[config.mk]
export PLATFORM = sky130hd
export DESIGN_NAME = kc_pe
export DESIGN_NICKNAME = d
export VERILOG_FILES = /design/src/source/conv_pkg.sv /design/src/source/kc_pe.sv
export SDC_FILE = /design/constraint.sdc
export NUM_CORES = 2
export LEC_CHECK = 0
export BUFFER_PORTS_ARGS = -buffer_cell sky130_fd_sc_hd__buf_4
export CAP_MARGIN = 20
export CORE_UTILIZATION = 29
export CTS_CLUSTER_DIAMETER = 80
export CTS_CLUSTER_SIZE = 28
export DETAILED_ROUTE_END_ITERATION = 12
export SKIP_LAST_GASP = 1
export SLEW_MARGIN = 20
export SYNTH_ARGS = -nofsm -noshare
export SYNTH_HDL_FRONTEND = slang
export SYNTH_SLANG_ARGS = --single-unit
[constraint.sdc]
create_clock -name clk -period 7.7 [get_ports clk]
set_input_delay 0.385 -clock clk [delete_from_list [all_inputs] [get_ports clk]]
set_output_delay 0.385 -clock clk [all_outputs]
set_load 0.005 [all_outputs]
[src/source/conv_pkg.sv]
package conv_pkg;

    //////////////////////////////
    // Sizes
    localparam int DATA_W  = 8;
    localparam int NUM_CH  = 3;
    localparam int NUM_KN  = 4;
    localparam int NUM_POS = 3;
    // 16-bit products plus growth of 9 terms
    localparam int PSUM_W  = 20;
    localparam int LINE_W  = 8;
    localparam int POS_W   = $clog2(NUM_POS + 1);

    //////////////////////////////
    // Vector types
    typedef logic signed [DATA_W-1:0]               sample_t;
    typedef logic [NUM_CH*DATA_W-1:0]               pixel_t;
    // Kernel k, channel c in byte k*NUM_CH+c
    typedef logic [NUM_KN*NUM_CH*DATA_W-1:0]        weight_word_t;
    typedef logic signed [PSUM_W-1:0]               psum_t;
    typedef logic [LINE_W-1:0]                      line_len_t;

    // Position 0 holds the oldest pixel
    typedef struct packed {
        logic                   vld;
        logic                   last;
        pixel_t [NUM_POS-1:0]   pix;
    } window_t;

    typedef struct packed {
        logic                   vld;
        logic                   last;
        psum_t [NUM_KN-1:0]     psum;
    } pos_psum_t;

    typedef enum logic [1:0] {
        IDLE,
        LOAD,
        RUN,
        DONE
    } ctrl_state_e;

endpackage

[src/source/kc_pe.sv]
`timescale 1ns/1ps

module kc_pe (
    input  logic                    clk,
    input  logic                    rst,
    input  conv_pkg::pixel_t        i_pixel,
    input  conv_pkg::weight_word_t  i_weights,
    input  logic                    i_vld,
    input  logic                    i_last,
    output conv_pkg::pos_psum_t     o_psum
);
    import conv_pkg::*;

    logic signed [2*DATA_W-1:0] prod_q [NUM_KN][NUM_CH];
    psum_t                      ch_sum [NUM_KN];
    psum_t [NUM_KN-1:0]         sum_q;
    logic [1:0]                 vld_q;
    logic [1:0]                 last_q;

    // Stage 1: signed products per kernel and channel
    always_ff @(posedge clk) begin
        for (int k = 0; k < NUM_KN; k++) begin
            for (int c = 0; c < NUM_CH; c++) begin
                prod_q[k][c] <= sample_t'(i_pixel[c*DATA_W +: DATA_W])
                              * sample_t'(i_weights[(k*NUM_CH + c)*DATA_W +: DATA_W]);
            end
        end
    end

    always_comb begin
        for (int k = 0; k < NUM_KN; k++) begin
            ch_sum[k] = '0;
            for (int c = 0; c < NUM_CH; c++) begin
                ch_sum[k] = ch_sum[k] + prod_q[k][c];
            end
        end
    end

    // Stage 2: channel sums
    always_ff @(posedge clk) begin
        for (int k = 0; k < NUM_KN; k++) begin
            sum_q[k] <= ch_sum[k];
        end
    end

    always_ff @(posedge clk) begin
        if (rst) begin
            vld_q  <= '0;
            last_q <= '0;
        end else begin
            vld_q  <= {vld_q[0], i_vld};
            last_q <= {last_q[0], i_last};
        end
    end

    assign o_psum = '{vld: vld_q[1], last: last_q[1], psum: sum_q};

endmodule

== After elaboration in Yosys (flattened, before gate mapping) ==
Memories as Yosys holds them, arrays and structs flattened.
Cells that the tools add are included.
Cells by class
  add/subtract/negate cells: 8
  $mul: 12
Operators by type and width (count)
  $mul 8x8->16: 12
  $add 17x16->18: 4
  $add 16x16->17: 4
Word-level totals
  flip-flop bits (word level): 84
  memory bits (writable): 192
  bits of input ports: 124
  output and inout port bits: 82
  logic and storage cells: 27
  memories kept: 1
Memories
  prod_q: depth 4, bits a word 48, read ports 4, clocked after Yosys merged registers in 0, write ports 4, line kc_pe.sv:14  | logic signed [2*DATA_W-1:0] prod_q [NUM_KN][NUM_CH];

== Logic depth before layout (Yosys ltp) ==
  depth after elaboration: 2
  gate-level depth with buffers: 18
  depth with buffers taken out: 17

== Worst setup path after synthesis ==
No wires, ideal clock.
  kind: input-to-reg
  from: input i_pixel[23]
  to: memory prod_q[2][15] (netlist bit)
  arrival time: 4.221 ns
  setup slack: 3.406 ns
  stages on the path: 15
  path through: clkbuf_1 -> nand2_1 -> fa_1 -> fa_1 -> fa_1 -> inv_1 -> fa_1 -> ha_1 -> clkbuf_1 -> a21o_1 -> nand2_1 -> nand2_1 -> a311o_1 -> a21oi_1 -> xnor2_1
RTL lines
  start, declared: line kc_pe.sv:6  | input conv_pkg::pixel_t i_pixel,
  end, declared: line kc_pe.sv:14

==> impl_metrics.env <==
export IMPL_cts_hold_buf=4
export IMPL_gp_congestion=0.8599
export IMPL_drtIter0Drc=1073
export IMPL_ys_ff_latch=268
export IMPL_drive_gt1_frac=0.06426
export IMPL_yosys_area_share_simple=0.1421
export IMPL_hold_ws_ns=0.06801
export IMPL_synth_mux_area_frac=0.003635
export IMPL_synth_top_family_by_area="adder cells"
export IMPL_syn_num_nets=5419
export IMPL_start_kind="primary input"
export IMPL_maxCapViolCount=0
export IMPL_worst_slew_pin_slew_ns=0.7695
export IMPL_die_w_um=371.5
export IMPL_drcViolationCount=0
export IMPL_yosys_warnings=0
export IMPL_clock_latency_ns=0.61
export IMPL_grt_max_degree=33
export IMPL_status="complete, no violations"
export IMPL_ys_seq_area_frac=0.1355
export IMPL_fin_nets=5571
export IMPL_async_flop_share=0
export IMPL_crit_family="adder cells"
export IMPL_period_share=0.5613
export IMPL_grt_pass1_vias=28567
export IMPL_hpwl_mm=83.27
export IMPL_cpPeakStageDelay_ns=0.58
export IMPL_grt_use_total=0.1487
export IMPL_arrival_ns=4.86
export IMPL_power_mw=19.07
export IMPL_clock_sinks=268
export IMPL_tritoncts="done"
export IMPL_synth_top_cell_by_area="fa_1"
export IMPL_synth_most_common_cell="inv_1"
export IMPL_path_class="primary input to flip-flop"
export IMPL_yosys_area_share_adder=0.4983
export IMPL_r2r_start="prod_q[0][16]$_DFF_P_"
export IMPL_core_rowCount=135
export IMPL_synth_distinct_cells=66
export IMPL_power_density_nw_per_um2=432.2
export IMPL_path_buf_inv=6
export IMPL_die_y_um=371.5
export IMPL_synth_compound_area_frac=0.06081
export IMPL_firstDrtPassIters=7
export IMPL_start_util=0.2922
export IMPL_crit_top_cell="inv_1"
export IMPL_endpoint_kind="flip-flop"
export IMPL_ys_flop_type="dfxtp_1"
export IMPL_crit_path_start="i_weights[48]"
export IMPL_htreeDepth=1
export IMPL_area_delta_synth_final_pct=11.45
export IMPL_hp_class="primary input to flip-flop"
export IMPL_clk_pin_slew_ns=0.09
export IMPL_clock_path_buffers=3
export IMPL_min_period_ns=4.322
export IMPL_finalHoldViolations=0
export IMPL_synth_edff_count=0
export IMPL_post_cts_resized=0
export IMPL_crit_path_cell_trace="dlygate4sd3_1 > buf_4 > and2_1 > ha_1 > inv_1 > fa_1 > inv_1 > fa_1 > inv_1 > fa_1 > inv_1 > ha_1 > o21ai_0 > a21oi_1 > a41oi_1 > o21bai_1 > a21oi_1 > xnor2_1"
export IMPL_syn_inst=4155
export IMPL_slew_headroom=0.4805
export IMPL_synth_top_cells_by_area="fa_1 (37%), dfxtp_1 (14%), ha_1 (13%)"
export IMPL_cts_buffers=27
export IMPL_ant_nets=0
export IMPL_synth_area_um2=39590
export IMPL_fin_worst_skew_ns=0.02360
export IMPL_die_area_um2=138000
export IMPL_synth_avg_cell_area_um2=9.528
export IMPL_critPathMaxFanout=8
export IMPL_wirelength_mm=99.22
export IMPL_slowest_stage="dlygate4sd3_1"
export IMPL_rsz0062_at_grt="false"
export IMPL_required_ns=8.24
export IMPL_synth_top_area_frac=0.3681
export IMPL_p_leak_nw=21.56
export IMPL_design_core_area_um2=135500
export IMPL_synth_common_cells="inv_1 (1009), fa_1 (728), and2_1 (516)"
export IMPL_ir_drop_mv=0.2955
export IMPL_worstHoldStart="i_weights[32]"
export IMPL_totalNegativeSetupSlack_ns=0
export IMPL_wire_per_inst_um=16.23
export IMPL_port_buffers=205
export IMPL_synth_xor_area_share=0.05487
export IMPL_timing_fmax_ghz=0.2314
export IMPL_via_per_inst=4.367
export IMPL_ios=206
export IMPL_vias=26705
export IMPL_finalSetupViolations=0
export IMPL_grt_first_pass_wirelength_mm=159.7
export IMPL_overflow=0
export IMPL_clock_root_buffer="clkbuf_16"
export IMPL_post_cts_buffers=0
export IMPL_drv_slew=0
export IMPL_antenna_found_initial=24
==> logic make-up (layout without fill, tap and decap cells) <==
family,after synthesis,count (layout)
mux,13,13
simple gates,1011,1011
xor+xnor,248,248
buf+inv,1095,1266
fa+ha+maj,1140,1140
flops,268,268
other cells,0,8
compound gates,380,380
==> final cells by class <==
cell class / instances / area [um^2]
Fill cell: 14064 / 91350
Timing Repair Buffer: 209 / 1579
Clock buffer: 28 / 689.4
Multi-Input combinational cell: 2792 / 30080
Sequential cell: 268 / 5365
Tap cell: 1781 / 2228
Antenna cell: 8 / 20.02
Inverter: 1009 / 3787
Clock inverter: 20 / 375.4
==> registers in the layout, summed over array words and instances (netlist names) <==
signal	flops
vld_q	2
prod_q	192
o_psum	72
last_q	2
==> through the flow <==
| step | area [um^2] | util | cells | worst slack, ns |
|---|---|---|---|---|
| 2_1_floorplan | 39590 | - | 4155 | 3.406 |
| 3_3_place_gp | 43000 | 0.3174 | 6055 | 3.074 |
| 3_5_place_dp | 43000 | 0.3174 | 6055 | 3.070 |
| 4_1_cts | 44100 | 0.3255 | 6107 | 3.435 |
| 5_1_grt | 44120 | 0.3257 | 6113 | 3.094 |
| 6_report | 44120 | 0.3257 | 6115 | 3.378 |
==> worst paths after layout <==
path	endpoint	slack, ns	cells after the start
setup / recovery	prod_q[2][47]$_DFF_P_	3.38	18
hold / removal	prod_q[1][16]$_DFF_P_	0.07	2
setup reg to reg	o_psum[13]$_DFF_P_	4.38	12
hold reg to reg	last_q[1]$_SDFF_PP0_	0.44	1
==> cell usage in the layout (no fill, tap or decap), types with 30 or more instances in the layout <==
| cell | synthesis | final |
|---|---|---|
| ha_1 | 412 | 412 |
| nand2b_1 | 30 | 30 |
| nand2_1 | 195 | 195 |
| xnor2_1 | 207 | 207 |
| and2_1 | 516 | 516 |
| nor2b_1 | 115 | 115 |
| a21o_1 | 44 | 44 |
| xor2_1 | 41 | 41 |
| dfxtp_1 | 268 | 268 |
| a21oi_1 | 127 | 127 |
| buf_4 | 10 | 205 |
| fa_1 | 728 | 728 |
| o21ai_0 | 68 | 68 |
| inv_1 | 1009 | 1009 |
| nor2_1 | 84 | 84 |
==> report_power, final <==
group | total, mW | switching [mW] | internal, mW
Clock | 1.56 | 0.782 | 0.776
Combinational | 14.6 | 8.25 | 6.36
Sequential | 2.89 | 0.595 | 2.30
==> per-layer routing <==
layer	wire length, um	global-route usage
met3	4263	0.02223
met2	47260	0.2520
met1	44290	0.1953
met5	181	0
met4	3221	0.04303
Power figures use the tool's default switching activity.
