### config.mk
export PLATFORM = sky130hd
export DESIGN_NAME = engine_ctrl
export DESIGN_NICKNAME = d
export VERILOG_FILES = /design/src/source/conv_pkg.sv /design/src/source/engine_ctrl.sv
export SDC_FILE = /design/constraint.sdc
export NUM_CORES = 1
export LEC_CHECK = 0
export ABC_AREA = 0
export BUFFER_PORTS_ARGS = -buffer_cell sky130_fd_sc_hd__buf_2
export CORE_UTILIZATION = 29
export DETAILED_ROUTE_END_ITERATION = 16
export SETUP_SLACK_MARGIN = 0.3
export SYNTH_ARGS = -nofsm -noshare
export SYNTH_HDL_FRONTEND = slang
export SYNTH_SLANG_ARGS = --single-unit
### constraint.sdc
create_clock -name clk -period 2.7 [get_ports clk]
set_clock_uncertainty 0.2 [all_clocks]
set_input_delay 0.405 -clock clk [delete_from_list [all_inputs] [get_ports clk]]
set_output_delay 0.405 -clock clk [all_outputs]
set_load 0.005 [all_outputs]
### src/source/conv_pkg.sv
package conv_pkg;

    //////////////////////////////
    // Sizes
    localparam int DATA_W  = 8;
    localparam int NUM_CH  = 3;
    localparam int NUM_KN  = 4;
    localparam int NUM_POS = 3;
    // 16-bit products plus growth of 9 terms
    localparam int PSUM_W  = 20;
    localparam int LINE_W  = 8;
    localparam int POS_W   = $clog2(NUM_POS + 1);

    //////////////////////////////
    // Vector types
    typedef logic signed [DATA_W-1:0]               sample_t;
    typedef logic [NUM_CH*DATA_W-1:0]               pixel_t;
    // Kernel k, channel c in byte k*NUM_CH+c
    typedef logic [NUM_KN*NUM_CH*DATA_W-1:0]        weight_word_t;
    typedef logic signed [PSUM_W-1:0]               psum_t;
    typedef logic [LINE_W-1:0]                      line_len_t;

    // Position 0 holds the oldest pixel
    typedef struct packed {
        logic                   vld;
        logic                   last;
        pixel_t [NUM_POS-1:0]   pix;
    } window_t;

    typedef struct packed {
        logic                   vld;
        logic                   last;
        psum_t [NUM_KN-1:0]     psum;
    } pos_psum_t;

    typedef enum logic [1:0] {
        IDLE,
        LOAD,
        RUN,
        DONE
    } ctrl_state_e;

endpackage

### src/source/engine_ctrl.sv
`timescale 1ns/1ps

module engine_ctrl (
    input  logic                clk,
    input  logic                rst,
    input  logic                i_start,
    input  conv_pkg::line_len_t i_num_lines,
    input  logic                i_weights_ready,
    input  logic                i_psum_end,
    output logic                o_load_start,
    output logic                o_weight_req,
    output logic                o_data_req,
    output logic                o_done
);
    import conv_pkg::*;

    ctrl_state_e    state;
    ctrl_state_e    state_nxt;
    line_len_t      line_cnt;
    logic           last_line;

    assign o_load_start = i_start && (state == IDLE || state == DONE);
    assign last_line    = (line_cnt == i_num_lines - 1'b1);

    //////////////////////////////
    // State machine
    always_comb begin
        state_nxt = state;
        case (state)
            IDLE, DONE: begin
                if (i_start) begin
                    state_nxt = LOAD;
                end
            end
            LOAD: begin
                if (i_weights_ready) begin
                    state_nxt = RUN;
                end
            end
            RUN: begin
                if (i_psum_end && last_line) begin
                    state_nxt = DONE;
                end
            end
            default: begin
                state_nxt = IDLE;
            end
        endcase
    end

    always_ff @(posedge clk) begin
        if (rst) begin
            state <= IDLE;
        end else begin
            state <= state_nxt;
        end
    end

    // Finished lines of this run
    always_ff @(posedge clk) begin
        if (rst || o_load_start) begin
            line_cnt <= '0;
        end else if (state == RUN && i_psum_end) begin
            line_cnt <= line_cnt + 1'b1;
        end
    end

    assign o_weight_req = (state == LOAD);
    assign o_data_req   = (state == RUN);
    assign o_done       = (state == DONE);

    a_req_exclusive: assert property (@(posedge clk) disable iff (rst)
        !(o_weight_req && o_data_req))
        else $error("weight and data requests overlap");

endmodule

* Word level (Yosys, flattened, before mapping) *
Index checks and enable logic that the tools add are counted.

cells by class
  add/sub/neg operators = 2
  eq/ne operators = 7
  mux-type cells = 4
  reduce and logical (&&, ||, !) cells = 8

operators with widths
  cell                   count
  $add A8 B1 Y8 const B  1
  $eq A8 B8 Y1           1
  $sub A8 B1 Y8 const B  1
  $mux W2                3
  $pmux W2 S3            1
  $eq A2 B2 Y1 const B   2
  $ne A2 B2 Y1 const B   2
  $logic_and A1 B1 Y1    3
  $reduce_and A3 Y1      1
  $eq A2 B1 Y1 const B   1
  $logic_not A2 Y1       1
  $logic_or A1 B1 Y1     2
  $ne A2 B1 Y1 const B   1
  $reduce_or A2 Y1       1

storage, ports and cells
  bits in registers = 10
  bits of input ports = 13
  logic and storage cells = 23

* Depth between registers and ports, before layout *
  depth in word-level cells = 5
  gate-level depth with buffers = 9

* Worst setup path after synthesis *
Ideal clock, no wire load.

  path kind = input to register
  start point = in i_num_lines[0]
  end point = reg state[0]
  library setup time = 0.122 ns
  arrival = 1.976 ns
  required time = 2.378 ns
  setup slack = 0.402 ns
  stages = 9
  buffers on the path = 1
  path through = buf_4 inv_1 ha_1 xnor2_1 a2111oi_2 o2111ai_1 a211oi_2 o21ai_0 o311a_1

on the way
  longest elaborated chain between the ends = 5

RTL lines
  element                      RTL line           RTL
  from (decl)                  engine_ctrl.sv:7   input conv_pkg::line_len_t i_num_lines,
  $sub A8 B1 Y8                engine_ctrl.sv:23  assign last_line = (line_cnt == i_num_lines - 1'b1);
  $eq A8 B8 Y1                 engine_ctrl.sv:23
  $logic_and A1 B1 Y1          engine_ctrl.sv:41  if (i_psum_end && last_line) begin
  $ne A2 B1 Y1 (no line)       n/a
  $reduce_and A3 Y1 (no line)  n/a
  to (signal assigned)         engine_ctrl.sv:55  state <= state_nxt;
  to (decl)                    engine_ctrl.sv:17  ctrl_state_e state;

No other way between the ends.
A chain may end at the register's enable or synchronous reset.

* Worst setup path in the final report *
  start point = in i_num_lines[0]
  end point = reg state[1]

Same word-level chain as after synthesis.

==> results.sh <==
export IMPL_status="finished clean"
export IMPL_r2r_slack_ns=0.53
export IMPL_synth_edf_count=0
export IMPL_max_freq_mhz=454
export IMPL_synth_top_area_cell="dfxtp_1"
export IMPL_vias=726
export IMPL_synthTopCellsByArea="dfxtp_1, ha_1, xnor2_1"
export IMPL_yosys_warnings=0
export IMPL_nFillCells=282
export IMPL_core_um2=2570
export IMPL_hold_slack_ns=0.218
export IMPL_r2r_worst_path_cells=8
export IMPL_hp_start="rst"
export IMPL_cts_buffers=3
export IMPL_num_io_pins=17
export IMPL_rr_endpoint="state[1]$_SDFFE_PP0P_"
export IMPL_syn_num_nets=116
export IMPL_io_buffers=16
export IMPL_grt_pass1_wl_um=3020
export IMPL_finalMaxSlewViolations=0
export IMPL_grt_max_degree=9
export IMPL_grt_pass1_vias=699
export IMPL_gp_congestion=0.795
export IMPL_p_total_w=0.000474
export IMPL_tightest_slew_ns=0.428
export IMPL_initial_core_util_pct=32.0
export IMPL_syn_inst=97
export IMPL_finalSetupViolations=0
export IMPL_register_area_um2=201
export IMPL_peakVddDrop_v=0.000223
export IMPL_dieArea_um2=3050
export IMPL_synth_top_area_share_pct=24.4
export IMPL_grt_total_usage_pct=12.0
export IMPL_rsz0062_at_grt="false"
export IMPL_path_class="in -> reg"
export IMPL_synth_seq_cells=10
export IMPL_hold_viol=0
export IMPL_synth_most_common_cell="dfxtp_1"
export IMPL_finalSetupTns_ns=0
export IMPL_yosysSeqAreaShare_pct=24.4
export IMPL_cts_buffer_depth=2
export IMPL_yosysUniqueCellTypes=35
export IMPL_syn2layout_area_growth_pct=14.3
export IMPL_layout_min_cycle_time_ns=2.20
export IMPL_synth_async_sr_flop_share_pct=0
export IMPL_firstDrtPassIters=4
export IMPL_syn_area_um2=821
export IMPL_path_clk_slew_ns=0.06
export IMPL_wire_per_inst_um=12.0
export IMPL_regToRegStartpoint="state[0]$_SDFFE_PP0P_"
export IMPL_cts_hold_buf=0
export IMPL_antennaDiodeCount=0
export IMPL_clock_sinks=10
export IMPL_relSlewSlack_pct=71.3
export IMPL_maxCapViolCount=0
export IMPL_leakage_nw=0.388
export IMPL_die_w_um=55.2
export IMPL_die_h_um=55.2
export IMPL_hold_class="in -> reg"
export IMPL_cts_root_buffer_cell="clkbuf_4"
export IMPL_wl_um=1690
export IMPL_avgSynthCellArea_um2=8.46
export IMPL_required_ns=2.65
export IMPL_ys_flop_type="dfxtp_1"
export IMPL_fin_crit_sh_pct=81.6
export IMPL_multiInputGateArea_um2=557
export IMPL_final_layout_size_suffix_gt1_share_pct=22.5
export IMPL_antenna_found_initial=0
export IMPL_yosys_top_cells_count="dfxtp_1, nor2_1, xnor2_1"
export IMPL_first_iter_violations=15
export IMPL_setup_worst_path_start="i_num_lines[0]"
export IMPL_dp_cells=138
export IMPL_endpoint_kind="flop"
export IMPL_cp_max_fo=7
export IMPL_detail_route_antenna_nets=0
export IMPL_final_cell_count_no_fill=141
export IMPL_drc_errors=0
export IMPL_fin_util_pct=36.5
export IMPL_cts_htree_levels=1
export IMPL_cp_arrival_ns=2.15
export IMPL_row_count=18
export IMPL_hpwl_um=1400
export IMPL_grt_overflow=0
export IMPL_clk_insertion_delay_late_ns=0.26
export IMPL_nets=132
export IMPL_powerDensity_nw_per_um2=506
export IMPL_cts_tree="built"
export IMPL_endpoint="state[1]$_SDFFE_PP0P_"
export IMPL_viasPerCell=5.15
export IMPL_start_kind="input port"
-- worst min-delay path by stage --
stage / end / slack (ns) / cells past startpoint
floorplan: line_cnt[7]$_SDFFE_PP0P_ / 0.27 / 2
global placement: line_cnt[7]$_SDFFE_PP0P_ / 0.28 / 2
detailed placement: line_cnt[7]$_SDFFE_PP0P_ / 0.29 / 2
CTS: state[0]$_SDFFE_PP0P_ / 0.21 / 3
global route: state[0]$_SDFFE_PP0P_ / 0.23 / 3
finish: state[0]$_SDFFE_PP0P_ / 0.22 / 3
-- worst max-delay path: stages --
cell,delay (ns)
buf_2,0.15
inv_1,0.06
ha_1,0.30
xnor2_1,0.14
a2111oi_2,0.33
o2111ai_1,0.17
a211oi_2,0.29
o21ai_0,0.17
o311a_1,0.15
-- power by group --
| group | switching, W | total, W | internal [W] |
|---|---|---|---|
| clock network | 0.0000456 | 0.0000968 | 0.0000512 |
| logic | 0.000102 | 0.000192 | 0.0000904 |
| registers | 0.0000207 | 0.000186 | 0.000165 |
| total | 0.000168 | 0.000474 | 0.000306 |
-- registers in the layout, summed over array words and instances, names as in the netlist --
| name | cells |
|---|---|
| state | 2 |
| line_cnt | 8 |
-- area by class of cell --
type	count	area share [%]
Clock buffer	3	2.40
Inverter	7	4.27
Multi-Input combinational cell	75	59.3
Sequential cell	10	21.5
Tap cell	30	4.00
Timing Repair Buffer	16	8.53
-- layer usage --
layer	vias to the layer above	GRT usage [%]	wire length, µm
met3	0	3.75	87
li1	372	-	-
met2	16	20.5	903
met5	-	0	0
met1	338	14.3	697
met4	0	3.93	0
-- cell families after synthesis --
group	after synthesis	synth area share, %
fa+ha+maj	6	9.15
simple gates	33	23.6
flops	10	24.4
compound gates	22	20.0
xor+xnor	13	13.9
mux	1	1.22
buf+inv	12	7.77
-- repair_timing --
action	4_1_cts	5_1_grt
buffers inserted	0	0
endpoints found under the setup margin	0	2
gates resized for setup	0	1
-- per-stage QoR --
step                cell area (µm²)  setup slack [ns]
floorplan                       821             0.402
global placement                915             0.307
detailed placement              915             0.198
CTS                             937             0.433
global route                    938             0.353
finish                          938             0.498
-- cells in the final DEF (no fill, tap or decap), drive strengths merged, types with 4 or more instances in the layout --
| master | instances |
|---|---|
| ha | 6 |
| inv | 6 |
| nand4 | 4 |
| dfxtp | 10 |
| nand2 | 4 |
| buf | 16 |
| nor2 | 8 |
| xor2 | 6 |
| o21ai | 6 |
| a21oi | 4 |
| xnor2 | 7 |
| nand2b | 4 |
Note: power is estimated with default switching activity, not from simulation.
