**src/source/conv_pkg.sv**
```systemverilog
package conv_pkg;

    //////////////////////////////
    // Sizes
    localparam int DATA_W  = 8;
    localparam int NUM_CH  = 3;
    localparam int NUM_KN  = 4;
    localparam int NUM_POS = 3;
    // 16-bit products plus growth of 9 terms
    localparam int PSUM_W  = 20;
    localparam int LINE_W  = 8;
    localparam int POS_W   = $clog2(NUM_POS + 1);

    //////////////////////////////
    // Vector types
    typedef logic signed [DATA_W-1:0]               sample_t;
    typedef logic [NUM_CH*DATA_W-1:0]               pixel_t;
    // Kernel k, channel c in byte k*NUM_CH+c
    typedef logic [NUM_KN*NUM_CH*DATA_W-1:0]        weight_word_t;
    typedef logic signed [PSUM_W-1:0]               psum_t;
    typedef logic [LINE_W-1:0]                      line_len_t;

    // Position 0 holds the oldest pixel
    typedef struct packed {
        logic                   vld;
        logic                   last;
        pixel_t [NUM_POS-1:0]   pix;
    } window_t;

    typedef struct packed {
        logic                   vld;
        logic                   last;
        psum_t [NUM_KN-1:0]     psum;
    } pos_psum_t;

    typedef enum logic [1:0] {
        IDLE,
        LOAD,
        RUN,
        DONE
    } ctrl_state_e;

endpackage

```
**src/source/weight_store.sv**
```systemverilog
`timescale 1ns/1ps

module weight_store (
    input  logic                                            clk,
    input  logic                                            rst,
    input  logic                                            i_load_start,
    input  conv_pkg::weight_word_t                          i_weight,
    input  logic                                            i_weight_vld,
    output conv_pkg::weight_word_t [conv_pkg::NUM_POS-1:0]  o_weights,
    output logic                                            o_weights_ready
);
    import conv_pkg::*;

    logic [POS_W-1:0]   load_cnt;
    logic               full;
    logic               take;

    assign full = (load_cnt == POS_W'(NUM_POS));
    assign take = i_weight_vld && !full;

    always_ff @(posedge clk) begin
        if (rst || i_load_start) begin
            load_cnt <= '0;
        end else if (take) begin
            load_cnt <= load_cnt + 1'b1;
        end
    end

    // n-th accepted word goes to position n
    always_ff @(posedge clk) begin
        if (take) begin
            o_weights[load_cnt] <= i_weight;
        end
    end

    // High already in the cycle of the last word
    assign o_weights_ready = full || (take && (load_cnt == POS_W'(NUM_POS - 1)));

    a_no_overfill: assert property (@(posedge clk) disable iff (rst) i_weight_vld |-> !full)
        else $error("weight word sent to a full store");

endmodule

```
**config.mk**
```make
export PLATFORM = sky130hd
export DESIGN_NAME = weight_store
export DESIGN_NICKNAME = d
export VERILOG_FILES = /design/src/source/conv_pkg.sv /design/src/source/weight_store.sv
export SDC_FILE = /design/constraint.sdc
export NUM_CORES = 1
export LEC_CHECK = 0
export BUFFER_PORTS_ARGS = -buffer_cell sky130_fd_sc_hd__buf_2
export CORE_MARGIN = 4
export CORE_UTILIZATION = 30
export DETAILED_ROUTE_END_ITERATION = 16
export PLACE_DENSITY_LB_ADDON = 0.12
export REMOVE_ABC_BUFFERS = 1
export SLEW_MARGIN = 10
export SYNTH_ARGS = -nofsm -noshare
export SYNTH_HDL_FRONTEND = slang
export SYNTH_SLANG_ARGS = --single-unit
```
**constraint.sdc**
```tcl
create_clock -name clk -period 4 [get_ports clk]
set_clock_uncertainty 0.2 [all_clocks]
set_input_delay 0 -clock clk [delete_from_list [all_inputs] [get_ports clk]]
set_output_delay 0 -clock clk [all_outputs]
set_load 0.05 [all_outputs]
```
### After elaboration in Yosys (flattened, before gate mapping)

Cells that the tools add are included.

| operators by class | value |
|---|---|
| add/subtract/negate cells | 1 |
| order comparisons | 2 |
| equal/unequal tests | 2 |
| muxes and demuxes | 3 |
| reduce and logical (&&, ||, !) cells | 6 |

Operators with widths:

| operator | count |
|---|---|
| 288-bit bitwise mux | 1 |
| 96-bit demux with 2-bit select | 1 |
| 96-bit two-way mux | 1 |
| 2-bit equality test, second input constant | 2 |
| 1-bit logical AND | 3 |
| 2-bit by 3-bit < comparator with 1-bit output, second input constant | 1 |
| 2-bit by 1-bit adder with 2-bit output, second input constant | 1 |
| 2-bit by 1-bit greater-or-equal comparator with 1-bit output, second input constant | 1 |
| 1-bit logical OR | 2 |
| 1-bit logical NOT | 1 |

| storage, ports and cells | value |
|---|---|
| register bits after elaboration | 290 |
| input port bits | 100 |
| output and inout bits | 289 |
| logic and storage cells | 18 |

### Depth between registers and ports, before layout

| depth | value |
|---|---|
| depth after elaboration | 5 |
| mapped depth | 4 |

### Worst setup path after synthesis

Ideal clock, no wire load.

| timing | value |
|---|---|
| path type | register to register |
| from | register load_cnt[0] |
| to | register o_weights[0] (netlist bit), enable pin |
| setup time | 0.413 ns |
| arrival time | 1.969 ns |
| required time | 3.387 ns |
| slack | 1.418 ns |
| cell stages (with the launch flop) | 4 |
| buffers on the path | 0 |
| cell sequence | dfxtp_1 -> ha_1 -> nor2b_4 -> and2_2 |

| between the ends | value |
|---|---|
| cells in the longest elaborated chain, start to end | 3 |

RTL lines:

| what | line | text |
|---|---|---|
| from (decl) | weight_store.sv:14 | `logic [POS_W-1:0] load_cnt;` |
| from (signal assigned) | weight_store.sv:25 | `load_cnt <= load_cnt + 1'b1;` |
| 2-bit equality test | weight_store.sv:18 | `assign full = (load_cnt == POS_W'(NUM_POS));` |
| 1-bit logical NOT | weight_store.sv:19 | `assign take = i_weight_vld && !full;` |
| 1-bit logical AND | weight_store.sv:19 |  |
| to (signal, indexed assignment) | weight_store.sv:32 | `o_weights[load_cnt] <= i_weight;` |
| to (decl) | weight_store.sv:9 | `output conv_pkg::weight_word_t [conv_pkg::NUM_POS-1:0] o_weights,` |

Every way passes these cells.
A chain may end at the register's enable or synchronous reset.

### Worst setup path after layout

| timing | value |
|---|---|
| from | register load_cnt[0] |
| to | register o_weights[27] (netlist bit), enable pin |

Same word-level chain as after synthesis.

==> run_results.csv <==
group,metric,value,unit
route,dr.pass1.iters,4,
critical_path,start_kind,"flop",
synthesis,yosys-top-cells-area,"edfxtp_1, ha_1, dfxtp_1",
placement,hpwlAfterDp,15120,microns
min_path,holdPathStages,2,
sta,hold_violations,0,
grt,antenna_found_initial,0,
sta,finalSetupTns,0,ns
synthesis,ys_ff_latch,290,
synthesis,synth_most_common_cell,"edfxtp_1",
synthesis,yosys.cell_types.count,10,
critical_path,path_cells,"ha_1 -> nor2b_4 -> and2_4 -> buf_12",
placement,place.gp.congestion,0.7667,
critical_path,reg2reg_from,"load_cnt[0]",
final_layout,drive_gt1_frac,0.4745,
clock_network,numCtsBuffers,30,
critical_path,cpLargestDelayFamily,"simple AND/OR/NAND/NOR gates",
sta,rsz0062_at_grt,"false",
critical_path,cpPeakStageDelay,0.64,ns
status,status,"finished, final reports clean",
critical_path,cp_max_fo,50,
floorplanning,fp.dieH,179.5,microns
critical_path,reg2reg_slack,1.57,ns
clock_network,cts_resized,0,
route,via_per_inst,4.109,
route,num_vias,5362,
critical_path,ff2ff_path_depth,4,
grt,track_usage,0.1358,
synthesis,synthCells,305,
synthesis,ys_seq_area_frac,0.9851,
sta,fin_ws,1.570,ns
route,drc_errors,0,
clock_network,clock_sinks,290,
pwr,p_leak,0.005465,uW
grt,grt_remaining_overflow,0,
grt,grt_max_degree,55,
critical_path,end_kind,"flop",
final_layout,nFillCells,2454,
pwr,p_per_area,479.8,mW/mm^2
synthesis,syn_area_per_cell,28.92,sq um
synthesis,synth_flop_cell,"edfxtp_1",
synthesis,synth-edff-count,288,
final_layout,nNetsFinal,1001,
floorplanning,rows,62,
floorplanning,start_util,0.3056,
floorplanning,core,0.02886,sq mm
floorplanning,ios,389,
sta,worst_pin_slew,0.7527,ns
synthesis,async_flop_share,0,
route,ant_nets,0,
sta,drv_slew,0,
min_path,holdPathEnd,"o_weights[14]",
critical_path,critPathKind,"reg2reg",
clock_network,cts-root-buf,"clkbuf_16",
critical_path,required,4.00,ns
clock_network,clk-insertion-delay-late,0.53,ns
synthesis,yosys.area.top_type,"edfxtp_1",
sta,fmax,411.5,MHz
flow_run,cap_violations,0,
floorplanning,dieWidth,179.5,microns
sta,setup_viol,0,
min_path,hp-class,"in2reg",
synthesis,synth_area,0.008820,sq mm
route,wirelength,22920,microns
final_layout,n_antenna_cell,0,
clock_network,cts_tree,"yes",
clock_network,clk_path_buf_depth,3,
synthesis,yosys_warnings,0,
final_layout,syn2layout_area_growth,57.68,%
min_path,hp-start,"i_weight[14]",
route,route.detailed.wl_per_inst,17.56,microns
grt,grt_pass1_vias,5909,
clock_network,cts.clk_slew.worst_paths,0.06,ns
sta,max_slew_margin,0.4982,
pwr,ir_drop,0.3275,mV
critical_path,arrival,2.43,ns
synthesis,netlist.area_leader.share,0.9806,
route,drt_iter0_drc,230,
critical_path,crit_slowest_cell,"and2_4",
floorplanning,die-area,0.03221,sq mm
synthesis,netlist_top_cells_count,"edfxtp_1, ha_1, and2_2",
clock_network,h-tree-depth,1,
critical_path,cp_num_buf_inv,1,
sta,fin_crit_sh,0.6076,
grt,grt_pass1_wl,34870,microns
sta,layout_min_cycle_time,2.430,ns
placement,place_ws,1.548,ns
placement,port-buffer-count,388,
critical_path,r2r-end,"o_weights[27]",
power breakdown:
part           internal (uW)  leakage [uW]  switching, uW  total (uW)
clock network           1470      0.000447           1070        2530
logic                    206       0.00234            454         660
registers               3450       0.00268           24.2        3480
total                   5130       0.00547           1550        6670
metrics by stage:
stage	hold slack, ns	total power (uW)	cells	util	cell area (sq um)
after floorplan	-0.1233	3889	305	-	8820
after CTS	0.0002943	6757	1304	0.4816	13900
after detailed placement	-0.01194	4078	1081	0.3920	11310
after global placement	-0.01547	4076	1081	0.3920	11310
final	0.01839	6673	1305	0.4819	13910
after global routing	0.001469	6934	1305	0.4819	13910
layer usage:
metal,part of all wire,track usage,up-vias,wire (microns)
met5,0,0,-,0
met4,0.022,0.03139,0,495
met3,0.11,0.06083,34,2463
met2,0.51,0.2426,268,11740
met1,0.36,0.1490,2631,8217
li1,-,-,2429,-
worst max-delay path by stage:
| stage | from | to | slack (ns) | cells past startpoint |
|---|---|---|---|---|
| final | load_cnt[0] | o_weights[27] | 1.57 | 4 |
| after global routing | load_cnt[0] | o_weights[29] | 1.42 | 4 |
| after CTS | load_cnt[0] | o_weights[29] | 1.54 | 4 |
| after detailed placement | load_cnt[0] | o_weights[81] | 1.55 | 4 |
| after global placement | load_cnt[0] | o_weights[6] | 1.60 | 4 |
| after floorplan | load_cnt[0] | o_weights[0] | 1.42 | 3 |
state kept, by name, indices dropped and copies added, names as in the netlist:
register / cells
load_cnt: 2
o_weights: 288
repair_timing:
item / in CTS / in global routing
hold buffers: 167 / 1
setup buffers: 0 / 0
hold endpoints to repair: 305 / 3
cell usage in the layout, fill, tap and decap left out:
cell type | synthesis | layout
inv_1 | 2 | 2
bufinv_16 | 0 | 1
clkinvlp_4 | 0 | 1
a21o_2 | 1 | 1
clkbuf_16 | 0 | 31
edfxtp_1 | 288 | 288
dfxtp_1 | 2 | 2
xnor2_1 | 1 | 1
nor3_1 | 2 | 2
buf_2 | 0 | 388
mux2i_1 | 1 | 1
clkinv_4 | 0 | 1
buf_12 | 0 | 3
buf_4 | 0 | 1
nor2b_4 | 1 | 1
clkbuf_1 | 0 | 4
dlygate4sd3_1 | 0 | 168
and2_4 | 0 | 3
clkinv_1 | 0 | 12
clkinv_2 | 0 | 6
ha_1 | 4 | 4
area by class of cell:
cell class / instances / area [sq um] / area share
Timing Repair Buffer: 560 / 3691 / 0.2654
Inverter: 2 / 7.507 / 0.0005398
Sequential cell: 290 / 8688 / 0.6247
Tap cell: 384 / 480.5 / 0.03455
Multi-Input combinational cell: 13 / 127.6 / 0.009177
Clock inverter: 21 / 121.4 / 0.008727
Clock buffer: 35 / 790.8 / 0.05686
cell families after synthesis:
kind of cell	count (synthesis)	synth area share
flops	290	0.9851
simple gates	6	0.005248
fa+ha+maj	4	0.005675
buf+inv	2	0.0008515
compound gates	1	0.0009932
xor+xnor	1	0.0009932
mux	1	0.001135
No activity file was read; power rests on OpenSTA's default activity.
