[src/source/conv_pkg.sv]
package conv_pkg;

    //////////////////////////////
    // Sizes
    localparam int DATA_W  = 8;
    localparam int NUM_CH  = 3;
    localparam int NUM_KN  = 4;
    localparam int NUM_POS = 3;
    // 16-bit products plus growth of 9 terms
    localparam int PSUM_W  = 20;
    localparam int LINE_W  = 8;
    localparam int POS_W   = $clog2(NUM_POS + 1);

    //////////////////////////////
    // Vector types
    typedef logic signed [DATA_W-1:0]               sample_t;
    typedef logic [NUM_CH*DATA_W-1:0]               pixel_t;
    // Kernel k, channel c in byte k*NUM_CH+c
    typedef logic [NUM_KN*NUM_CH*DATA_W-1:0]        weight_word_t;
    typedef logic signed [PSUM_W-1:0]               psum_t;
    typedef logic [LINE_W-1:0]                      line_len_t;

    // Position 0 holds the oldest pixel
    typedef struct packed {
        logic                   vld;
        logic                   last;
        pixel_t [NUM_POS-1:0]   pix;
    } window_t;

    typedef struct packed {
        logic                   vld;
        logic                   last;
        psum_t [NUM_KN-1:0]     psum;
    } pos_psum_t;

    typedef enum logic [1:0] {
        IDLE,
        LOAD,
        RUN,
        DONE
    } ctrl_state_e;

endpackage

[src/source/line_window.sv]
`timescale 1ns/1ps

module line_window (
    input  logic                clk,
    input  logic                rst,
    input  logic                i_run,
    input  conv_pkg::line_len_t i_line_len,
    input  conv_pkg::pixel_t    i_data,
    input  logic                i_data_vld,
    output conv_pkg::window_t   o_window
);
    import conv_pkg::*;

    pixel_t [NUM_POS-1:0]   pix_q;
    line_len_t              col_q;
    logic                   col_last;
    logic                   vld_q;
    logic                   last_q;

    assign col_last = (col_q == i_line_len - 1'b1);

    // Newest pixel enters at the top position
    always_ff @(posedge clk) begin
        if (i_data_vld) begin
            pix_q <= {i_data, pix_q[NUM_POS-1:1]};
        end
    end

    // Column within the current line
    always_ff @(posedge clk) begin
        if (rst || !i_run) begin
            col_q <= '0;
        end else if (i_data_vld) begin
            col_q <= col_last ? '0 : col_q + 1'b1;
        end
    end

    // Window complete once NUM_POS pixels of the line are in
    always_ff @(posedge clk) begin
        if (rst) begin
            vld_q  <= 1'b0;
            last_q <= 1'b0;
        end else begin
            vld_q  <= i_data_vld && (col_q >= line_len_t'(NUM_POS - 1));
            last_q <= i_data_vld && col_last;
        end
    end

    assign o_window = '{vld: vld_q, last: last_q, pix: pix_q};

    a_data_in_run: assert property (@(posedge clk) disable iff (rst) i_data_vld |-> i_run)
        else $error("pixel strobe outside a run");

endmodule

[config.mk]
export PLATFORM = sky130hd
export DESIGN_NAME = line_window
export DESIGN_NICKNAME = d
export VERILOG_FILES = /design/src/source/conv_pkg.sv /design/src/source/line_window.sv
export SDC_FILE = /design/constraint.sdc
export NUM_CORES = 1
export LEC_CHECK = 0
export BUFFER_PORTS_ARGS = -buffer_cell sky130_fd_sc_hd__buf_2
export CORE_ASPECT_RATIO = 1.5
export CORE_MARGIN = 3
export CORE_UTILIZATION = 43
export CTS_BUF_LIST = sky130_fd_sc_hd__clkbuf_4 sky130_fd_sc_hd__clkbuf_8 sky130_fd_sc_hd__clkbuf_16
export CTS_CLUSTER_DIAMETER = 150
export DETAILED_ROUTE_END_ITERATION = 10
export MAX_ROUTING_LAYER = met4
export PLACE_DENSITY = 0.74
export SKIP_CTS_REPAIR_TIMING = 1
export SLEW_MARGIN = 20
export SYNTH_ARGS = -nofsm -noshare
export SYNTH_HDL_FRONTEND = slang
export SYNTH_SLANG_ARGS = --single-unit
[constraint.sdc]
create_clock -name clk -period 1.55 [get_ports clk]
set_input_delay 0.0775 -clock clk [delete_from_list [all_inputs] [get_ports clk]]
set_output_delay 0.0775 -clock clk [all_outputs]
set_load 0.01 [all_outputs]
# == Word level (Yosys, flattened, before mapping) ==
# Cells that the tools add are included.
# W data, S select, Z words.
# classes
n_addsub,2
mul,0
n_div,0
n_lt_le_gt_ge,1
eq_ne,1
shifts,0
n_mux,1
bitwise_logic,0
reduce_logical,4
# ops
op,count
$add A8 B1 Y8 const B,1
$eq A8 B8 Y1,1
$ge A8 B2 Y1 const B,1
$mux W8,1
$sub A8 B1 Y8 const B,1
$logic_and A1 B1 Y1,2
$logic_not A1 Y1,1
$logic_or A1 B1 Y1,1
# totals
reg_bits,82
latch_bits,0
mem_bits_rw,0
rom_bits,0
inputBits,36
output_inout_bits,74
wordCells,15
n_memories,0

# == Longest topological paths before layout ==
# Gate-level depths: netlist (run 1).
# depth
word_depth,3
depth_mapped,7
mapped_depth_nobuf,7

# == Least setup slack after synthesis (run 1) ==
# Ideal clock, no wire load.
# synth_timing
kind,register to register
from,register col_q[7]
to,register last_q
setup_time_ns,0.066
t_arrival_ns,1.565
required_time_ns,1.484
path_slack_ns,-0.081
path_stages_with_launch,6
n_path_buf,0
period_less_slack_ns,1.631
cell_sequence,dfxtp_1 -> xor2_1 -> a2111oi_0 -> a31oi_1 -> a311oi_4 -> nor2b_1
# synth_via
elab_chain_cells,2
# synth_lines
element,line_no,rtl
start: declaration,line_window.sv:15,line_len_t col_q;
start signal: assignment,line_window.sv:34,col_q <= col_last ? '0 : col_q + 1'b1;
$eq A8 B8 Y1,line_window.sv:20,assign col_last = (col_q == i_line_len - 1'b1);
$logic_and A1 B1 Y1,line_window.sv:45,last_q <= i_data_vld && col_last;
end signal: assignment,line_window.sv:45,
end: declaration,line_window.sv:18,logic last_q;
# Every way passes these cells.
# A chain may end at the register's enable or synchronous reset.

# == Worst setup path in the final report (run 1) ==
# layout_timing
from,register col_q[7]
to,register col_q[2]
# layout_via
elab_chain_cells,2
# layout_lines
element,line_no
$eq A8 B8 Y1,line_window.sv:20
$mux W8,line_window.sv:34
# Every way passes these cells.

==> impl_metrics.yaml, run 1 <==
run:
  maxCapViolCount: 0
global_route:
  grt_usage: 0.151
  gr-total-overflow: 0
  antenna_found_initial: 0
  grt_pass1_wl_um: 8430
  grt_pass1_vias: 1734
  grt_max_degree: 49
sta:
  period_minus_slack_ns: 1.54
  finalHoldViolCount: 0
  skew_ns: 0.00490
  max_freq_mhz: 649
  rsz0062_at_grt: "yes"
  fin_crit_sh: 0.993
  setup_slack_ns: 0.0101
  tightest_slew_ns: 0.565
  whs_ns: 0.0908
  slew_headroom: 0.623
  final_max_slew_viol_count: 0
  final-setup-viol-count: 0
place:
  dp_hpwl_um: 4360
  preCtsSetupSlack_ns: -0.237
  portBuffers: 109
  dp.cells: 363
  routabilityCongestion: 0.835
final_layout:
  final_cell_count_no_fill: 404
  final_util: 0.645
  antenna_cells: 0
  drive_above_1_share: 0.482
  fin_nets: 363
  area_growth_pct: 44.5
clock_tree:
  cts_tree: "done"
  path_clk_slew_ns: 0.07
  cts_buffer_depth: 2
  cts_buffers: 9
  htreeDepth: 3
  clkLatencyLatePin_ns: 0.33
  cts-root-buf: "clkbuf_8"
  cts.sinks: 82
critical_path:
  path_delay_family: "flip-flops"
  cpMaxStageDelayCell: "dfxtp_4"
  worstSetupPathType: "reg2reg"
  path_buf_inv: 2
  cp.required_ns: 1.78
  critPathMaxFanout: 4
  cp.arrival_ns: 1.77
  end_kind: "register"
  cp_cell_sequence: "xor2_4 > buf_6 > nand4_1 > a311oi_4 > buf_2 > nor2_1"
  max_stage_delay_ns: 0.37
  critPathLaunchType: "register"
logic_synthesis:
  synthTopCellsByArea: "edfxtp_1 (74%), dfxtp_1 (6.9%), xnor2_1 (3.0%)"
  ys_ff_latch: 82
  ys.flop_type: "edfxtp_1"
  yosysTopAreaCell: "edfxtp_1"
  yosysSeqAreaShare: 0.810
  muxShareOfSynthArea: 0
  yosysMostFrequentCell: "edfxtp_1"
  synth_warnings: 0
  synth_top_family_by_area: "simple AND/OR/NAND/NOR gates"
  async_flop_share: 0
  synth_top_area_share: 0.741
  netlist_area_mm2: 0.00292
  synth_edf_count: 72
  syn_nets: 204
  synthAdderAreaFrac: 0.0129
  ys_types: 32
  syn_inst: 165
  avgSynthCellArea_um2: 17.7
  synth_compound_area_frac: 0.0382
  synth_xor_area_frac: 0.0420
  synth_common_cells: "edfxtp_1 (72), nand2_1 (11), nor2_1 (11)"
  yosys.area_share.simple: 0.0802
route:
  drc_errors: 0
  drt-total-wl_um: 6110
  dr.first_iter.drc_count: 75
  ant_nets: 0
  vias_per_cell: 4.80
  drt_first_pass_iters: 4
  vias: 1941
  wl_per_cell_um: 15.1
floorplan:
  pin_count: 110
  die_y_um: 107
  die_area_mm2: 0.00783
  core_area_mm2: 0.00653
  start_util: 0.447
  rows: 36
  dieWidth_um: 73.3
hold_path:
  hold_class: "in2reg"
power_and_ir_drop:
  p_per_area_mw_per_mm2: 1050
  ir_worst_vdd_mv: 0.408
  total_power_mw: 4.42
  leakagePower_nw: 1.71
run_status:
  outcome: "finished clean"
==> metrics by stage <==
stage / TNS, ns / instance area (µm²)
final: 0 / 4220
after global routing: -0.105 / 4220
after CTS: -0.838 / 3880
after detailed placement: -1.71 / 3700
after global placement: -1.31 / 3700
after floorplan: -0.0153 / 2950
==> layout by cell type, fill, tap and decap left out, types with 2 or more instances in the layout <==
| cell type | netlist | final |
|---|---|---|
| nand4_1 | 4 | 4 |
| o211ai_1 | 2 | 2 |
| inv_2 | 0 | 2 |
| buf_4 | 2 | 17 |
| dfxtp_4 | 0 | 2 |
| xor2_1 | 4 | 2 |
| nor4_4 | 1 | 2 |
| nor4_1 | 2 | 2 |
| nor3_1 | 4 | 2 |
| clkbuf_8 | 0 | 9 |
| nor3_2 | 0 | 2 |
| nand2_1 | 11 | 11 |
| a21o_1 | 2 | 2 |
| edfxtp_1 | 72 | 72 |
| buf_6 | 0 | 2 |
| ha_1 | 3 | 2 |
| xnor2_1 | 10 | 9 |
| nor2_1 | 11 | 11 |
| inv_1 | 6 | 4 |
| nand2b_1 | 3 | 3 |
| buf_2 | 1 | 109 |
| dfxtp_1 | 10 | 7 |
| nand3_1 | 2 | 2 |
| clkinv_1 | 0 | 5 |
| dlygate4sd3_1 | 0 | 25 |
==> metal layers <==
| metal | vias up | wire [µm] | track usage |
|---|---|---|---|
| met3 | 13 | 369 | 0.0582 |
| met2 | 73 | 3390 | 0.254 |
| met1 | 924 | 2190 | 0.152 |
| met5 | - | 0 | - |
| li1 | 931 | - | - |
| met4 | 0 | 148 | 0.0699 |
==> cells by family after synthesis <==
| logic type | count (synthesis) |
|---|---|
| AND/OR/NAND/NOR | 43 |
| adder cells (fa/ha/maj) | 3 |
| flip-flops | 82 |
| XOR/XNOR | 14 |
| AO/OA/AOI/OAI | 12 |
| buffers and inverters | 11 |
==> path summary, 6_finish.rpt <==
check             cells past startpoint      endpoint  slack [ns]    startpoint
setup / recovery                      6      col_q[2]        0.01      col_q[7]
setup reg to reg                      6      col_q[2]        0.01      col_q[7]
hold reg to reg                       0  o_window[19]        0.44  o_window[43]
hold / removal                        1  o_window[48]        0.09    i_data_vld
==> flip-flops by register name, indices dropped and copies added (netlist names) <==
name,count
o_window,72
col_q,8
last_q,1
vld_q,1
==> power by group <==
part           internal, mW  switching, mW  total (mW)
clock                 0.708          0.650        1.36
sequential             2.56         0.0507        2.61
combinational         0.210          0.239       0.449
total                  3.48          0.940        4.42
==> layout make-up <==
type,count,area (µm²)
fill,479,2320
tap,76,95.1
multi-input combinational,72,608
clock buffer,9,124
sequential,82,2370
clock inverter,6,48.8
timing repair buffer,153,946
inverter,6,22.5
No activity file was read; power rests on OpenSTA's default activity.
==> run 2, diff against run 1 <==
CTS_BUF_LIST = not set   (was sky130_fd_sc_hd__clkbuf_4 sky130_fd_sc_hd__clkbuf_8 sky130_fd_sc_hd__clkbuf_16)
clock period = 1.4 ns   (was 1.55 ns; I/O delays follow)
==> run 2 against run 1 <==
  * The run now ends with setup timing left
  * Sequential cell count did not move
  * Clock-buffer cell count rose by 3
  * Critical path depth rose by 3
  * First-iteration DRC count rose by 16%
  * Power rose by 12%
  * Worst hold slack got worse by 0.028 ns
  * Setup slack got worse by 0.065 ns
  * Highest routed layer unchanged
==> impl_metrics.yaml, run 2 (synthesis results as in run 1) <==
run_status:
  outcome: "finished, violations left"
  violations: "setup timing"
run:
  maxCapViolCount: 0
sta:
  final-setup-viol-count: 8
  setup_slack_ns: -0.0545
  max_freq_mhz: 688
  finalHoldViolCount: 0
  skew_ns: 0.00736
  fin_crit_sh: 1.04
  period_minus_slack_ns: 1.45
  slew_headroom: 0.650
  tightest_slew_ns: 0.524
  final_max_slew_viol_count: 0
  rsz0062_at_grt: "yes"
  whs_ns: 0.0633
clock_tree:
  cts_buffers: 9
  path_clk_slew_ns: 0.07
  cts-root-buf: "clkbuf_8"
  htreeDepth: 3
  cts_buffer_depth: 2
  clkLatencyLatePin_ns: 0.34
  cts_tree: "done"
  cts.sinks: 82
power_and_ir_drop:
  p_int_mw: 3.88
  ir_worst_vdd_mv: 0.528
  leakagePower_nw: 1.71
  power_switching_mw: 1.06
  p_clk_frac: 0.312
  combPwrFrac: 0.103
  seqPwrFrac: 0.585
  p_per_area_mw_per_mm2: 1160
  netSwitchingFraction: 0.214
place:
  dp_hpwl_um: 4230
  dp.cells: 364
  routabilityCongestion: 0.821
  preCtsSetupSlack_ns: -0.452
  portBuffers: 109
critical_path:
  critPathCapture: "col_q[6]"
  max_stage_delay_ns: 0.40
  crit_path_start: "i_line_len[0]"
  cpMaxStageDelayCell: "or3b_4"
  worstSetupPathType: "in2reg"
  path_buf_inv: 3
  cp.depth: 9
  rr_worst_depth: 6
  reg2reg_from: "col_q[6]"
  r2r_slack_ns: -0.05
  r2r_end: "col_q[6]"
  critPathLaunchType: "primary input"
  cp.required_ns: 1.63
  critPathMaxFanout: 8
  cp_cell_sequence: "buf_2 > inv_12 > ha_4 > or3b_4 > nor4_4 > o2111ai_2 > a311oi_4 > buf_6 > nor3b_2"
  path_delay_family: "simple AND/OR/NAND/NOR gates"
  cp.arrival_ns: 1.69
  end_kind: "register"
global_route:
  grt_usage: 0.153
  gr-total-overflow: 0
  grt_pass1_vias: 1788
  grt_max_degree: 74
  grt_pass1_wl_um: 8440
  antenna_found_initial: 0
final_layout:
  final_cell_count_no_fill: 404
  layout_commonest_cell: "buf_2"
  largest_reg_flops: 72
  area_growth_pct: 46.0
  drive_above_1_share: 0.485
  antenna_cells: 0
  fin_nets: 363
  layout_common_cells: "buf_2 (108), edfxtp_1 (72), dlygate4sd3_1 (25), buf_4 (18), nand2_1 (11)"
route:
  drc_errors: 0
  drt_first_pass_iters: 4
  ant_nets: 0
  vias_per_cell: 4.68
  dr.first_iter.drc_count: 87
  vias: 1891
  wl_per_cell_um: 14.7
  drt-total-wl_um: 5940
hold_path:
  min_from: "i_data_vld"
  hold_class: "in2reg"
floorplan:
  core_area_mm2: 0.00653
  rows: 36
  die_y_um: 107
  start_util: 0.447
  dieWidth_um: 73.3
  die_area_mm2: 0.00783
  pin_count: 110
run 2: cell count changes in the layout (fill, tap and decap cells not counted), moves of 2 or more:
cell,previous run,this run
nor2_1,11,9
nor2_2,0,2
inv_2,2,0
clkbuf_1,0,3
clkinv_1,5,1
run 2: per-stage QoR:
step	utilization	TNS (ns)	cell area, µm²	power [mW]
finish	0.652	-0.382	4260	4.94
global route	0.652	-1.11	4260	5.13
CTS	0.600	-1.69	3920	4.92
detailed placement	0.573	-3.53	3740	3.39
global placement	0.573	-2.94	3740	3.37
floorplan	-	-1.04	2970	3.10
run 2: worst min-delay path by stage:
| stage | to | cells after the start | slack, ns |
|---|---|---|---|
| floorplan | last_q | 1 | 0.14 |
| global placement | o_window[68] | 1 | 0.25 |
| detailed placement | o_window[64] | 1 | 0.25 |
| CTS | o_window[64] | 1 | -0.12 |
| global route | vld_q | 3 | 0.08 |
| finish | vld_q | 3 | 0.06 |
run 2: layout make-up:
type / instances / area, µm²
fillers: 461 / 2270
multi-input cells: 72 / 618
clock inverters: 3 / 41.3
well taps: 76 / 95.1
repair buffers: 153 / 957
flip-flops and latches: 82 / 2370
inverters: 6 / 40.0
clock buffers: 12 / 135
run 2: worst reg2reg max path: cells and delay by family (launching register included):
family,cells,cell delay [ns]
buffers and inverters,1,0.18
and+or+nand+nor,1,0.05
DFF,1,0.37
xor gates and xnor gates,1,0.18
AOI/OAI and AO/OA,3,0.57
run 2: routing by layer:
layer | track usage | wire length [µm] | vias up
met3 | 0.0441 | 337 | 11
met1 | 0.144 | 2140 | 882
met2 | 0.262 | 3300 | 69
met5 | - | 0 | -
li1 | - | - | 929
met4 | 0.100 | 171 | 0
run 2: power by group through the flow:
stage / Clock, mW / Combinational [mW] / Sequential, mW
final: 1.54 / 0.510 / 2.89
after global routing: 1.67 / 0.551 / 2.90
after CTS: 1.59 / 0.442 / 2.90
after detailed placement: 0 / 0.441 / 2.95
after global placement: 0 / 0.433 / 2.94
after floorplan: 0 / 0.0734 / 3.03
